File: src/exec_pkg.sv
// Integer execution definitions
package exec_pkg;

	localparam int XLEN       = 32;
	localparam int REG_ADDR_W = 5;
	localparam int NUM_REGS   = 32;
	localparam int MUL_STAGES = 5;
	localparam int SHAMT_W    = 5;
	localparam int IMM_W      = 12;
	localparam int OPC_W      = 7;
	localparam int F3_W       = 3;
	localparam int F7_W       = 7;

	localparam logic [OPC_W-1:0] OPC_OP     = 7'b0110011;
	localparam logic [OPC_W-1:0] OPC_OP_IMM = 7'b0010011;

	// MUL shares funct3 000 with ADD
	localparam logic [F3_W-1:0] F3_ADD = 3'b000;
	localparam logic [F3_W-1:0] F3_SLL = 3'b001;
	localparam logic [F3_W-1:0] F3_SLT = 3'b010;
	localparam logic [F3_W-1:0] F3_XOR = 3'b100;
	localparam logic [F3_W-1:0] F3_SRL = 3'b101;
	localparam logic [F3_W-1:0] F3_OR  = 3'b110;
	localparam logic [F3_W-1:0] F3_AND = 3'b111;

	localparam logic [F7_W-1:0] F7_BASE   = 7'b0000000;
	localparam logic [F7_W-1:0] F7_ALT    = 7'b0100000;
	localparam logic [F7_W-1:0] F7_MULDIV = 7'b0000001;

	// Same instruction word seen as R-type or I-type
	typedef union packed {
		struct packed {
			logic [F7_W-1:0]       funct7;
			logic [REG_ADDR_W-1:0] rs2;
			logic [REG_ADDR_W-1:0] rs1;
			logic [F3_W-1:0]       funct3;
			logic [REG_ADDR_W-1:0] rd;
			logic [OPC_W-1:0]      opcode;
		} r;
		struct packed {
			logic [IMM_W-1:0]      imm;
			logic [REG_ADDR_W-1:0] rs1;
			logic [F3_W-1:0]       funct3;
			logic [REG_ADDR_W-1:0] rd;
			logic [OPC_W-1:0]      opcode;
		} i;
	} instr_u;

endpackage

File: src/int_registers.sv
// Integer register file
`timescale 1ns/1ps

module int_registers import exec_pkg::*; (
	input  logic                  clk_i,
	input  logic                  rst_n_i,
	input  logic [REG_ADDR_W-1:0] read_addr_a_i,
	input  logic [REG_ADDR_W-1:0] read_addr_b_i,
	input  logic                  write_enable_i,
	input  logic [REG_ADDR_W-1:0] write_addr_i,
	input  logic [XLEN-1:0]       write_data_i,
	output logic [XLEN-1:0]       read_data_a_o,
	output logic [XLEN-1:0]       read_data_b_o
);

	logic [XLEN-1:0] regs_q [NUM_REGS];

	always_ff @(posedge clk_i) begin
		if (!rst_n_i) begin
			for (int r = 0; r < NUM_REGS; r++) begin
				regs_q[r] <= '0;
			end
		end else if (write_enable_i && write_addr_i != '0) begin
			regs_q[write_addr_i] <= write_data_i;
		end
	end

	// Old value on a same-cycle write, write-back forwarding covers it
	assign read_data_a_o = regs_q[read_addr_a_i];
	assign read_data_b_o = regs_q[read_addr_b_i];

	x0_stays_zero: assert property (
		@(posedge clk_i) disable iff (!rst_n_i)
		(write_enable_i && write_addr_i == '0) |=> (regs_q[0] == '0)
	) else $error("x0 changed after a write to it");

endmodule

File: src/bypass_ctrl.sv
// Operand forwarding and decode stall
`timescale 1ns/1ps

module bypass_ctrl import exec_pkg::*; (
	input  logic                                  dec_valid_i,
	input  logic                                  dec_is_mul_i,
	input  logic [REG_ADDR_W-1:0]                 dec_rs1_i,
	input  logic [REG_ADDR_W-1:0]                 dec_rs2_i,
	input  logic                                  dec_uses_rs2_i,
	input  logic                                  exe_valid_i,
	input  logic [REG_ADDR_W-1:0]                 exe_addr_i,
	input  logic [XLEN-1:0]                       exe_data_i,
	input  logic [MUL_STAGES-1:0]                 mult_valid_i,
	input  logic [MUL_STAGES-1:0][REG_ADDR_W-1:0] mult_addrs_i,
	input  logic                                  wb_valid_i,
	input  logic [REG_ADDR_W-1:0]                 wb_addr_i,
	input  logic [XLEN-1:0]                       wb_data_i,
	output logic                                  bypass_a_en_o,
	output logic                                  bypass_b_en_o,
	output logic [XLEN-1:0]                       bypass_data_a_o,
	output logic [XLEN-1:0]                       bypass_data_b_o,
	output logic                                  stall_o
);

	logic a_exe;
	logic a_wb;
	logic b_exe;
	logic b_wb;
	logic src_stall;
	logic order_stall;

	// x0 is never a real dependency
	function automatic logic hit(input logic v, input logic [REG_ADDR_W-1:0] src,
			input logic [REG_ADDR_W-1:0] dst);
		return v && src != '0 && src == dst;
	endfunction

	function automatic logic mult_hit(input logic [REG_ADDR_W-1:0] src,
			input logic [MUL_STAGES-1:0] valid,
			input logic [MUL_STAGES-1:0][REG_ADDR_W-1:0] addrs);
		logic found;
		found = 1'b0;
		for (int s = 0; s < MUL_STAGES; s++) begin
			found |= hit(valid[s], src, addrs[s]);
		end
		return found;
	endfunction

	// Execute result wins over write-back
	assign a_exe = hit(exe_valid_i, dec_rs1_i, exe_addr_i);
	assign a_wb  = hit(wb_valid_i, dec_rs1_i, wb_addr_i);
	assign b_exe = hit(exe_valid_i, dec_rs2_i, exe_addr_i);
	assign b_wb  = hit(wb_valid_i, dec_rs2_i, wb_addr_i);

	assign bypass_a_en_o   = a_exe | a_wb;
	assign bypass_b_en_o   = b_exe | b_wb;
	assign bypass_data_a_o = a_exe ? exe_data_i : wb_data_i;
	assign bypass_data_b_o = b_exe ? exe_data_i : wb_data_i;

	// Products are not forwarded, so wait for them to reach write-back
	assign src_stall = mult_hit(dec_rs1_i, mult_valid_i, mult_addrs_i)
		| (dec_uses_rs2_i & mult_hit(dec_rs2_i, mult_valid_i, mult_addrs_i));
	// Keeps ALU results behind older products
	assign order_stall = ~dec_is_mul_i & (|mult_valid_i);

	assign stall_o = dec_valid_i & (src_stall | order_stall);

	always_comb begin
		stall_needs_mult: assert #0 (!stall_o || (|mult_valid_i))
			else $error("decode stall with every multiply stage empty");
	end

endmodule

File: src/decode_stage.sv
// Decode stage and execute latch
`timescale 1ns/1ps

module decode_stage import exec_pkg::*; (
	input  logic                  clk_i,
	input  logic                  rst_n_i,
	input  logic                  instr_valid_i,
	input  instr_u                instr_i,
	input  logic                  stall_i,
	input  logic                  bypass_a_en_i,
	input  logic                  bypass_b_en_i,
	input  logic [XLEN-1:0]       bypass_data_a_i,
	input  logic [XLEN-1:0]       bypass_data_b_i,
	input  logic [XLEN-1:0]       reg_data_a_i,
	input  logic [XLEN-1:0]       reg_data_b_i,
	output logic                  instr_ready_o,
	output logic                  dec_valid_o,
	output logic                  dec_is_mul_o,
	output logic [REG_ADDR_W-1:0] rs1_o,
	output logic [REG_ADDR_W-1:0] rs2_o,
	output logic                  uses_rs2_o,
	output logic                  exe_valid_o,
	output logic                  exe_is_mul_o,
	output logic [REG_ADDR_W-1:0] exe_addr_o,
	output logic [XLEN-1:0]       exe_op_a_o,
	output logic [XLEN-1:0]       exe_op_b_o,
	output logic [F3_W-1:0]       exe_funct3_o,
	output logic                  exe_alt_o
);

	instr_u          dec_q;
	logic            dec_valid_q;
	logic            is_op;
	logic            is_op_imm;
	logic            r_ok;
	logic            i_ok;
	logic            writes_rd;
	logic            mul_hold;
	logic            hold;
	logic [XLEN-1:0] imm_ext;

	assign is_op     = dec_q.r.opcode == OPC_OP;
	assign is_op_imm = dec_q.i.opcode == OPC_OP_IMM;

	always_comb begin
		r_ok = 1'b0;
		i_ok = 1'b0;
		case (dec_q.r.funct3)
			F3_ADD: begin
				r_ok = dec_q.r.funct7 inside {F7_BASE, F7_ALT, F7_MULDIV};
				i_ok = 1'b1;
			end
			F3_SLT, F3_XOR, F3_OR, F3_AND: begin
				r_ok = dec_q.r.funct7 == F7_BASE;
				i_ok = 1'b1;
			end
			F3_SLL, F3_SRL: r_ok = dec_q.r.funct7 == F7_BASE;
			default: ;
		endcase
	end

	assign writes_rd = dec_valid_q & ((is_op & r_ok) | (is_op_imm & i_ok))
		& (dec_q.r.rd != '0);

	assign dec_valid_o  = dec_valid_q;
	assign dec_is_mul_o = is_op & (dec_q.r.funct7 == F7_MULDIV);
	assign rs1_o        = dec_q.r.rs1;
	assign rs2_o        = dec_q.r.rs2;
	assign uses_rs2_o   = is_op;

	// A MUL still in execute has no product yet and is not in the multiply stages
	assign mul_hold = exe_valid_o & exe_is_mul_o & (~dec_is_mul_o
		| (rs1_o == exe_addr_o) | (uses_rs2_o & (rs2_o == exe_addr_o)));
	assign hold          = dec_valid_q & (stall_i | mul_hold);
	assign instr_ready_o = ~hold;

	assign imm_ext = {{(XLEN-IMM_W){dec_q.i.imm[IMM_W-1]}}, dec_q.i.imm};

	always_ff @(posedge clk_i) begin
		if (!rst_n_i) begin
			dec_valid_q <= 1'b0;
			exe_valid_o <= 1'b0;
		end else begin
			if (instr_ready_o) begin
				dec_valid_q <= instr_valid_i;
			end
			// Bubble into execute while held
			exe_valid_o <= writes_rd & ~hold;
		end
	end

	always_ff @(posedge clk_i) begin
		if (instr_ready_o && instr_valid_i) begin
			dec_q <= instr_i;
		end
		exe_is_mul_o <= dec_is_mul_o;
		exe_addr_o   <= dec_q.r.rd;
		exe_op_a_o   <= bypass_a_en_i ? bypass_data_a_i : reg_data_a_i;
		exe_op_b_o   <= is_op_imm ? imm_ext : (bypass_b_en_i ? bypass_data_b_i : reg_data_b_i);
		exe_funct3_o <= dec_q.i.funct3;
		exe_alt_o    <= is_op & (dec_q.r.funct7 == F7_ALT);
	end

endmodule

File: src/int_alu.sv
// Integer ALU
`timescale 1ns/1ps

module int_alu import exec_pkg::*; (
	input  logic [XLEN-1:0] exe_op_a_i,
	input  logic [XLEN-1:0] exe_op_b_i,
	input  logic [F3_W-1:0] exe_funct3_i,
	input  logic            exe_alt_i,
	output logic [XLEN-1:0] result_o
);

	logic [SHAMT_W-1:0] shamt;

	assign shamt = exe_op_b_i[SHAMT_W-1:0];

	always_comb begin
		case (exe_funct3_i)
			F3_ADD: begin
				// alt only comes with R-type SUB
				if (exe_alt_i) begin
					result_o = exe_op_a_i - exe_op_b_i;
				end else begin
					result_o = exe_op_a_i + exe_op_b_i;
				end
			end
			F3_SLL: begin
				result_o = exe_op_a_i << shamt;
			end
			F3_SLT: begin
				result_o = {{(XLEN-1){1'b0}}, $signed(exe_op_a_i) < $signed(exe_op_b_i)};
			end
			F3_XOR: begin
				result_o = exe_op_a_i ^ exe_op_b_i;
			end
			F3_SRL: begin
				result_o = exe_op_a_i >> shamt;
			end
			F3_OR: begin
				result_o = exe_op_a_i | exe_op_b_i;
			end
			F3_AND: begin
				result_o = exe_op_a_i & exe_op_b_i;
			end
			default: begin
				result_o = '0;
			end
		endcase
	end

endmodule

File: src/mult_pipe.sv
// Multiply delay line
`timescale 1ns/1ps

module mult_pipe import exec_pkg::*; (
	input  logic                                  clk_i,
	input  logic                                  rst_n_i,
	input  logic                                  start_i,
	input  logic [REG_ADDR_W-1:0]                 addr_i,
	input  logic [XLEN-1:0]                       op_a_i,
	input  logic [XLEN-1:0]                       op_b_i,
	output logic [MUL_STAGES-1:0]                 stage_valid_o,
	output logic [MUL_STAGES-1:0][REG_ADDR_W-1:0] stage_addrs_o,
	output logic                                  done_o,
	output logic [REG_ADDR_W-1:0]                 done_addr_o,
	output logic [XLEN-1:0]                       done_data_o
);

	logic [MUL_STAGES-1:0]                 valid_q;
	logic [MUL_STAGES-1:0][REG_ADDR_W-1:0] addr_q;
	logic [MUL_STAGES-1:0][XLEN-1:0]       data_q;
	logic [XLEN-1:0]                       product;

	// Low word only, the rest of the stages just carry it
	assign product = XLEN'(op_a_i * op_b_i);

	always_ff @(posedge clk_i) begin
		if (!rst_n_i) begin
			valid_q <= '0;
		end else begin
			valid_q <= {valid_q[MUL_STAGES-2:0], start_i};
		end
	end

	always_ff @(posedge clk_i) begin
		addr_q <= {addr_q[MUL_STAGES-2:0], addr_i};
		data_q <= {data_q[MUL_STAGES-2:0], product};
	end

	// Stage 0 is the first register after execute
	assign stage_valid_o = valid_q;
	assign stage_addrs_o = addr_q;

	assign done_o      = valid_q[MUL_STAGES-1];
	assign done_addr_o = addr_q[MUL_STAGES-1];
	assign done_data_o = data_q[MUL_STAGES-1];

endmodule

File: src/write_latch.sv
// Write-back latch
`timescale 1ns/1ps

module write_latch import exec_pkg::*; (
	input  logic                  clk_i,
	input  logic                  rst_n_i,
	input  logic                  alu_valid_i,
	input  logic [REG_ADDR_W-1:0] alu_addr_i,
	input  logic [XLEN-1:0]       alu_data_i,
	input  logic                  mul_valid_i,
	input  logic [REG_ADDR_W-1:0] mul_addr_i,
	input  logic [XLEN-1:0]       mul_data_i,
	output logic                  wb_valid_o,
	output logic [REG_ADDR_W-1:0] wb_addr_o,
	output logic [XLEN-1:0]       wb_data_o
);

	always_ff @(posedge clk_i) begin
		if (!rst_n_i) begin
			wb_valid_o <= 1'b0;
		end else begin
			wb_valid_o <= alu_valid_i | mul_valid_i;
		end
	end

	always_ff @(posedge clk_i) begin
		wb_addr_o <= alu_valid_i ? alu_addr_i : mul_addr_i;
		wb_data_o <= alu_valid_i ? alu_data_i : mul_data_i;
	end

	// Decode stalls are what keep the two paths apart
	no_wb_collision: assert property (
		@(posedge clk_i) disable iff (!rst_n_i)
		!(alu_valid_i && mul_valid_i)
	) else $error("ALU and multiply completions in the same cycle");

endmodule

File: src/exec_core.sv
// Integer execution core
`timescale 1ns/1ps

module exec_core import exec_pkg::*; (
	input  logic                  clk_i,
	input  logic                  rst_n_i,
	input  logic                  instr_valid_i,
	input  instr_u                instr_i,
	output logic                  instr_ready_o,
	output logic                  wb_valid_o,
	output logic [REG_ADDR_W-1:0] wb_addr_o,
	output logic [XLEN-1:0]       wb_data_o
);

	logic [XLEN-1:0]                       reg_data_a;
	logic [XLEN-1:0]                       reg_data_b;
	logic                                  bypass_a_en;
	logic                                  bypass_b_en;
	logic [XLEN-1:0]                       bypass_data_a;
	logic [XLEN-1:0]                       bypass_data_b;
	logic                                  stall;
	logic                                  dec_valid;
	logic                                  dec_is_mul;
	logic [REG_ADDR_W-1:0]                 dec_rs1;
	logic [REG_ADDR_W-1:0]                 dec_rs2;
	logic                                  dec_uses_rs2;
	logic                                  exe_valid;
	logic                                  exe_is_mul;
	logic [REG_ADDR_W-1:0]                 exe_addr;
	logic [XLEN-1:0]                       exe_op_a;
	logic [XLEN-1:0]                       exe_op_b;
	logic [F3_W-1:0]                       exe_funct3;
	logic                                  exe_alt;
	logic [XLEN-1:0]                       alu_result;
	logic [MUL_STAGES-1:0]                 mult_valid;
	logic [MUL_STAGES-1:0][REG_ADDR_W-1:0] mult_addrs;
	logic                                  mul_done;
	logic [REG_ADDR_W-1:0]                 mul_done_addr;
	logic [XLEN-1:0]                       mul_done_data;

	int_registers i_int_registers (
		.clk_i(clk_i), .rst_n_i(rst_n_i),
		.read_addr_a_i(dec_rs1), .read_addr_b_i(dec_rs2),
		.write_enable_i(wb_valid_o), .write_addr_i(wb_addr_o), .write_data_i(wb_data_o),
		.read_data_a_o(reg_data_a), .read_data_b_o(reg_data_b)
	);

	// Only an ALU result in execute can be forwarded
	bypass_ctrl i_bypass_ctrl (
		.dec_valid_i(dec_valid), .dec_is_mul_i(dec_is_mul),
		.dec_rs1_i(dec_rs1), .dec_rs2_i(dec_rs2), .dec_uses_rs2_i(dec_uses_rs2),
		.exe_valid_i(exe_valid & ~exe_is_mul), .exe_addr_i(exe_addr), .exe_data_i(alu_result),
		.mult_valid_i(mult_valid), .mult_addrs_i(mult_addrs),
		.wb_valid_i(wb_valid_o), .wb_addr_i(wb_addr_o), .wb_data_i(wb_data_o),
		.bypass_a_en_o(bypass_a_en), .bypass_b_en_o(bypass_b_en),
		.bypass_data_a_o(bypass_data_a), .bypass_data_b_o(bypass_data_b),
		.stall_o(stall)
	);

	decode_stage i_decode_stage (
		.clk_i(clk_i), .rst_n_i(rst_n_i),
		.instr_valid_i(instr_valid_i), .instr_i(instr_i), .stall_i(stall),
		.bypass_a_en_i(bypass_a_en), .bypass_b_en_i(bypass_b_en),
		.bypass_data_a_i(bypass_data_a), .bypass_data_b_i(bypass_data_b),
		.reg_data_a_i(reg_data_a), .reg_data_b_i(reg_data_b),
		.instr_ready_o(instr_ready_o),
		.dec_valid_o(dec_valid), .dec_is_mul_o(dec_is_mul),
		.rs1_o(dec_rs1), .rs2_o(dec_rs2), .uses_rs2_o(dec_uses_rs2),
		.exe_valid_o(exe_valid), .exe_is_mul_o(exe_is_mul), .exe_addr_o(exe_addr),
		.exe_op_a_o(exe_op_a), .exe_op_b_o(exe_op_b),
		.exe_funct3_o(exe_funct3), .exe_alt_o(exe_alt)
	);

	int_alu i_int_alu (
		.exe_op_a_i(exe_op_a), .exe_op_b_i(exe_op_b),
		.exe_funct3_i(exe_funct3), .exe_alt_i(exe_alt),
		.result_o(alu_result)
	);

	mult_pipe i_mult_pipe (
		.clk_i(clk_i), .rst_n_i(rst_n_i),
		.start_i(exe_valid & exe_is_mul), .addr_i(exe_addr),
		.op_a_i(exe_op_a), .op_b_i(exe_op_b),
		.stage_valid_o(mult_valid), .stage_addrs_o(mult_addrs),
		.done_o(mul_done), .done_addr_o(mul_done_addr), .done_data_o(mul_done_data)
	);

	write_latch i_write_latch (
		.clk_i(clk_i), .rst_n_i(rst_n_i),
		.alu_valid_i(exe_valid & ~exe_is_mul), .alu_addr_i(exe_addr), .alu_data_i(alu_result),
		.mul_valid_i(mul_done), .mul_addr_i(mul_done_addr), .mul_data_i(mul_done_data),
		.wb_valid_o(wb_valid_o), .wb_addr_o(wb_addr_o), .wb_data_o(wb_data_o)
	);

endmodule

File: config.mk
export PLATFORM = sky130hd
export DESIGN_NAME = exec_core
export DESIGN_NICKNAME = d
export VERILOG_FILES = /design/src/exec_pkg.sv /design/src/int_registers.sv /design/src/bypass_ctrl.sv /design/src/decode_stage.sv /design/src/int_alu.sv /design/src/mult_pipe.sv /design/src/write_latch.sv /design/src/exec_core.sv
export SDC_FILE = /design/constraint.sdc
export NUM_CORES = 2
export LEC_CHECK = 0
export BUFFER_PORTS_ARGS = -buffer_cell sky130_fd_sc_hd__buf_2
export CORE_MARGIN = 2
export CORE_UTILIZATION = 55
export DETAILED_ROUTE_END_ITERATION = 10
export PLACE_DENSITY = 0.74
export SYNTH_ARGS = -nofsm -noshare
export SYNTH_HDL_FRONTEND = slang
export SYNTH_SLANG_ARGS = --single-unit
File: constraint.sdc
create_clock -name clk_i -period 7.95 [get_ports clk_i]
set_input_delay 1.59 -clock clk_i [delete_from_list [all_inputs] [get_ports clk_i]]
set_output_delay 1.59 -clock clk_i [all_outputs]
set_load 0.05 [all_outputs]
-- Yosys cells after proc, flatten, opt, wreduce, memory -nomap -nowiden
Memories as Yosys holds them, arrays and structs flattened. A register that Yosys moved wholly into a read port is not among the register bits.
Index checks and enable logic that the tools add are counted.
W data, S select, Z words.
- mux-type cells: 20
- $lt $le $gt $ge: 1
- div/mod/pow operators: 0
- add/subtract/negate cells: 2
- bitwise gates (word level): 38
- shift operators: 2
- equal/unequal tests: 30
- multipliers: 1
- reduce and logical (&&, ||, !) cells: 42
- operator list (cell ; number):
    $mux W32 ; 8
    $pmux W32 S7 ; 1
    $eq A5 B5 Y1 ; 14
    $add A32 B32 Y32 ; 1
    $and A32 B32 Y32 ; 1
    $lt A32 B32 Y1 ; 1
    $mul A32 B32 Y32 ; 1
    $or A32 B32 Y32 ; 1
    $reduce_or A32 Y1 ; 1
    $shl A32 B5 Y32 ; 1
    $shr A32 B5 Y32 ; 1
    $sub A32 B32 Y32 ; 1
    $xor A32 B32 Y32 ; 1
    $logic_and A1 B1 Y1 ; 30
    $eq A3 B3 Y1 const B ; 8
    $mux W5 ; 4
    $reduce_bool A5 Y1 ; 4
    $or A1 B1 Y1 ; 17
    $and A1 B1 Y1 ; 15
    $eq A7 B6 Y1 const B ; 2
    $reduce_or A5 Y1 ; 2
    $eq A7 B1 Y1 const B ; 1
    $eq A7 B5 Y1 const B ; 1
    $logic_not A7 Y1 ; 1
    other kinds (8) ; 18
- latch bits: 0
- memories kept: 1
- flip-flop bits (word level): 336
- ROM bits: 0
- bits of input ports: 35
- output and inout bits: 39
- RAM bits: 1024
- memories (memory ; words ; width ; rd ports ; clocked after Yosys merged registers in ; write ports ; line ; source):
    i_int_registers.regs_q ; 32 ; 32 ; 2 ; 2 ; 32 ; int_registers.sv:16 ; logic [XLEN-1:0] regs_q [NUM_REGS];

-- Logic depth before layout (Yosys ltp)
- word-level depth: 16
- mapped depth: 29

-- Modules after synthesis
From an unflattened synthesis, not the netlist that was laid out.
- cell total of the unflattened synthesis: 8393
- area total of the unflattened synthesis: 91386.4 um2
- by module, submodules not included (module ; times used ; area each (um2) ; seq. area each (um2) ; cells an instance):
    int_registers ; 1 ; 55715.9 ; 30749.5 ; 4609
    mult_pipe ; 1 ; 19934.1 ; 3803.6 ; 1967
    int_alu ; 1 ; 8555.7 ; 0.0 ; 1257
    decode_stage ; 1 ; 3856.2 ; 2482.4 ; 286
    bypass_ctrl ; 1 ; 2013.2 ; 0.0 ; 192
    write_latch ; 1 ; 1295.0 ; 760.7 ; 80
    exec_core ; 1 ; 16.3 ; 0.0 ; 2

-- Least setup slack after synthesis
No wires, ideal clock.
- path kind: reg-to-reg
- from: register i_decode_stage.exe_op_b_o[2]
- to: register i_mult_pipe.data_q[30] (netlist bit)
- period minus slack after synthesis: 7.529 ns
- stages on the path, launching flop included: 28
- slack: 0.421 ns
- arrival time: 7.457 ns
- path through: dfxtp_1 > inv_1 > buf_2 > buf_1 > clkbuf_1 > buf_1 > nor2_1 > fa_1 > inv_1 > fa_1 > fa_1 > fa_1 > inv_1 > fa_1 > inv_1 > fa_1 > inv_1 > fa_1 > fa_1 > ha_1 > a21o_1 > a21o_1 > a21oi_1 > o21ai_0 > o41ai_2 > o2111ai_1 > a21oi_1 > xnor2_1
- longest elaborated chain between the ends: 1
- RTL lines (element ; line ; source):
    start: declaration ; decode_stage.sv:26 ; output logic [XLEN-1:0] exe_op_b_o,
    start signal: assignment ; decode_stage.sv:99 ; exe_op_b_o <= is_op_imm ? imm_ext : (bypass_b_en_i ? bypass_data_b_i : reg_data_b_i);
    $mul A32 B32 Y32 ; mult_pipe.sv:24 ; assign product = XLEN'(op_a_i * op_b_i);
    named net i_mult_pipe.product[30] ; mult_pipe.sv:21 ; logic [XLEN-1:0] product;
    end signal: assignment ; mult_pipe.sv:36 ; data_q <= {data_q[MUL_STAGES-2:0], product};
    end: declaration ; mult_pipe.sv:20 ; logic [MUL_STAGES-1:0][XLEN-1:0] data_q;
The timed path passes the listed nets, and every way through them passes these cells.
A chain may end at the register's enable or synchronous reset.

-- Worst setup path after layout
- from: register i_decode_stage.exe_op_b_o[6]
- to: register i_mult_pipe.data_q[30] (netlist bit)
Same word-level chain as after synthesis.

==> metrics.yaml <==
p_sw_uw: 20240
track_usage_pct: 37.70
startpoint_type: "register"
crit_fanout: 13
grt_pass1_vias: 61690
fill_cells: 12140
finalSetupViolCount: 0
postCtsHoldBufs: 0
grt_antenna_before_repair: 24
die_area_mm2: 0.1617
synth_top_flop_cell: "edfxtp_1"
antenna_left: 0
pwr-share-clk_pct: 15.2
status: "finished clean"
vias: 61070
drive_gt1_share_pct: 19.64
drt_iter0_drc: 9813
start_util_pct: 55.22
area_delta_synth_final_pct: 9.243
cts_tree: "built"
cts_made_buffers: 147
pwr-share-comb_pct: 63.5
cp-end-kind: "register"
io_buffer_count: 73
postSynthAreaPerCell_um2: 12.63
timing.fmax_ghz: 0.1321
path_class: "reg2reg"
cap_viol_max_count: 0
p_int_uw: 24390
fin_hold_ws_ns: 0.3190
ys_warn_count: 0
cts_htree_levels: 4
setup_tns_ns: 0
synth_seq_area_share_pct: 43.60
worstMarginPinSlew_ns: 1.453
clock_skew_ns: 0.06532
hpwlAfterDp_um: 198000
yosysUniqueCellTypes: 100
numClockSinks: 1370
path_cells: "inv_1, buf_4, nor2_1, fa_1, fa_1, fa_1, inv_1, fa_1, inv_1, fa_1, fa_1, fa_1, fa_1, ha_1, a21o_1, a21o_1, a21oi_1, o21ai_0, o41ai_2, buf_4, o2111ai_1, a21oi_1, xnor2_1"
fp.coreArea_mm2: 0.1578
vdd_drop_max_uv: 2812
place.gp.congestion: 1.017
cts_buffer_depth: 3
wirelength_um: 302600
syn_inst: 6899
clk_transition_reported_paths_ns: 0.06
wl_per_cell_um: 33.56
io_pins: 74
synth_edf_count: 1056
nNetsFinal: 7474
p_leak_uw: 0.03685
netlist_area_mm2: 0.08715
synthArstFlopShare_pct: 0
hp-class: "reg2reg"
grt_max_degree: 109
cpMostUsedCell: "fa_1"
slew_headroom_pct: 2.755
cts_root_buffer: "clkbuf_16"
fin_util_pct: 60.32
finalCritPeriodShare_pct: 95.25
cp_data_required_time_ns: 8.66
viasPerCell: 6.771
firstDrtPassIters: 10
critPathMaxStageDelay_ns: 0.58
rows: 146
die_w_um: 402.1
cp.arrival_ns: 8.29
pwr_density_cell_mw_per_mm2: 468.8
min_period_ns: 7.572
synth_seq_cells: 1370
slowest_stage: "fa_1"
p_sw_share_pct: 45.35
grt_overflow: 0
slew_violations: 0
fp.dieH_um: 402.1
drc: 0
insertion_delay_ns: 0.83
pwr-share-seq_pct: 21.3
hold_viol: 0
grt_pass1_wl_um: 433900
==> metrics by stage <==
step	total power (uW)	instances	setup slack, ns	cell area [um2]
2_1_floorplan	29230	6930	0.4206	87270
3_3_place_gp	36790	8730	0.5639	90410
3_5_place_dp	37150	8730	0.3672	90410
4_1_cts	44180	9000	0.2774	95150
5_1_grt	47420	9003	-0.04819	95170
6_report	44630	9019	0.3779	95210
==> flip-flops by register name, summed over array words and instances, names as in the netlist, 20 cells and up, named ones only <==
register,count
i_int_registers.regs_q,1024
i_mult_pipe.stage_addrs_o,20
i_mult_pipe.done_data_o,32
i_write_latch.wb_data_o,32
i_decode_stage.dec_q,32
i_decode_stage.exe_op_b_o,32
i_decode_stage.exe_op_a_o,32
i_mult_pipe.data_q,128
==> layout make-up <==
cell class | count | area [um2] | area share [%]
flip-flops and latches | 1370 | 38050 | 39.96
inverters | 486 | 1824 | 1.916
multi-input cells | 4499 | 45740 | 48.04
well taps | 2072 | 2592 | 2.723
diodes | 17 | 42.54 | 0.04468
repair buffers | 305 | 2222 | 2.334
clock inverters | 85 | 842.1 | 0.8844
clock buffers | 185 | 3896 | 4.092
==> cell usage after synthesis (11+ instances only) <==
library cell	instances	area, um2
edfxtp_1	1056	31710
and2_1	1001	6262
mux4_2	692	15580
nor2_1	529	1986
inv_1	466	1749
clkbuf_1	421	1580
fa_1	410	8208
nand2_1	408	1531
dfxtp_1	314	6286
o21ai_0	222	1111
ha_1	220	2753
a21oi_1	196	980.9
mux2i_1	136	1361
xnor2_1	114	998.5
buf_2	84	420.4
xor2_1	67	586.8
buf_1	54	202.7
nor3_1	41	205.2
nand3_1	39	195.2
a21o_1	29	217.7
nor4_1	22	137.6
a221oi_1	20	175.2
a31oi_1	16	100.1
a222oi_1	15	150.1
and3_1	15	93.84
clkinv_1	15	56.30
mux2_2	14	157.7
nand2b_1	14	87.58
o211ai_1	14	105.1
o21a_1	14	105.1
o22ai_1	14	87.58
or3_1	14	87.58
nor2b_1	13	81.33
buf_4	11	82.58
o21bai_1	11	82.58
==> cell families after synthesis <==
group,share of synthesized area (%)
simple gates,12.67
xor+xnor,1.819
fa+ha+maj,12.59
flops,43.60
other cells,0.004303
compound gates,4.766
mux,19.78
buf+inv,4.781
==> critical path: cells and delay by family, from the launching register on <==
| family | cells | cell delay, ns |
|---|---|---|
| buffers and inverters | 5 | 0.92 |
| AO/OA/AOI/OAI | 7 | 1.51 |
| adder cells (fa/ha/maj) | 9 | 4.23 |
| flip-flops | 1 | 0.54 |
| XOR/XNOR | 1 | 0.13 |
| AND/OR/NAND/NOR | 1 | 0.14 |
==> metal layers <==
metal	part of all wire (%)	routed length [um]	global-route usage, %	vias to the layer above
li1	-	-	-	24310
met1	36	110000	52.09	30740
met2	43	129500	53.68	5126
met3	15	46360	12.55	888
met4	5.5	16750	18.66	4
met5	0.0066	20	0	-
==> path summary, 6_finish.rpt <==
path	from	end	slack, ns	cells after the start
worst max-delay path	i_decode_stage.exe_op_b_o[6]	i_mult_pipe.data_q[30]	0.38	23
worst min-delay path	i_mult_pipe.data_q[71]	i_mult_pipe.data_q[103]	0.32	0
worst max register to register	i_decode_stage.exe_op_b_o[6]	i_mult_pipe.data_q[30]	0.38	23
worst min register to register	i_mult_pipe.data_q[71]	i_mult_pipe.data_q[103]	0.32	0
==> layout by cell type (no fill, tap or decap), types with 72 or more instances in the layout <==
cell type | Yosys | layout
buf_4 | 11 | 224
mux4_2 | 692 | 692
nor2_1 | 529 | 497
fa_1 | 410 | 410
edfxtp_1 | 1056 | 1056
dfxtp_1 | 314 | 298
clkbuf_16 | 0 | 148
mux2i_1 | 136 | 136
xnor2_1 | 114 | 114
o21ai_0 | 222 | 191
buf_2 | 84 | 72
and2_1 | 1001 | 1001
inv_1 | 466 | 463
nand2_1 | 408 | 408
ha_1 | 220 | 220
a21oi_1 | 196 | 195
==> power groups by stage <==
stage          Sequential [uW]  Clock [uW]  Combinational [uW]
2_1_floorplan             9600           0               19600
3_3_place_gp              9620           0               27200
3_5_place_dp              9650           0               27500
4_1_cts                   9510        6790               27900
5_1_grt                   9550        7070               30800
6_report                  9520        6780               28300
==> repair_timing <==
action	CTS	global route
endpoints found under the setup margin	0	2
endpoints found under the hold margin	0	0
resized for setup	0	2
setup buffers	0	2
No activity file was read; power rests on OpenSTA's default activity.
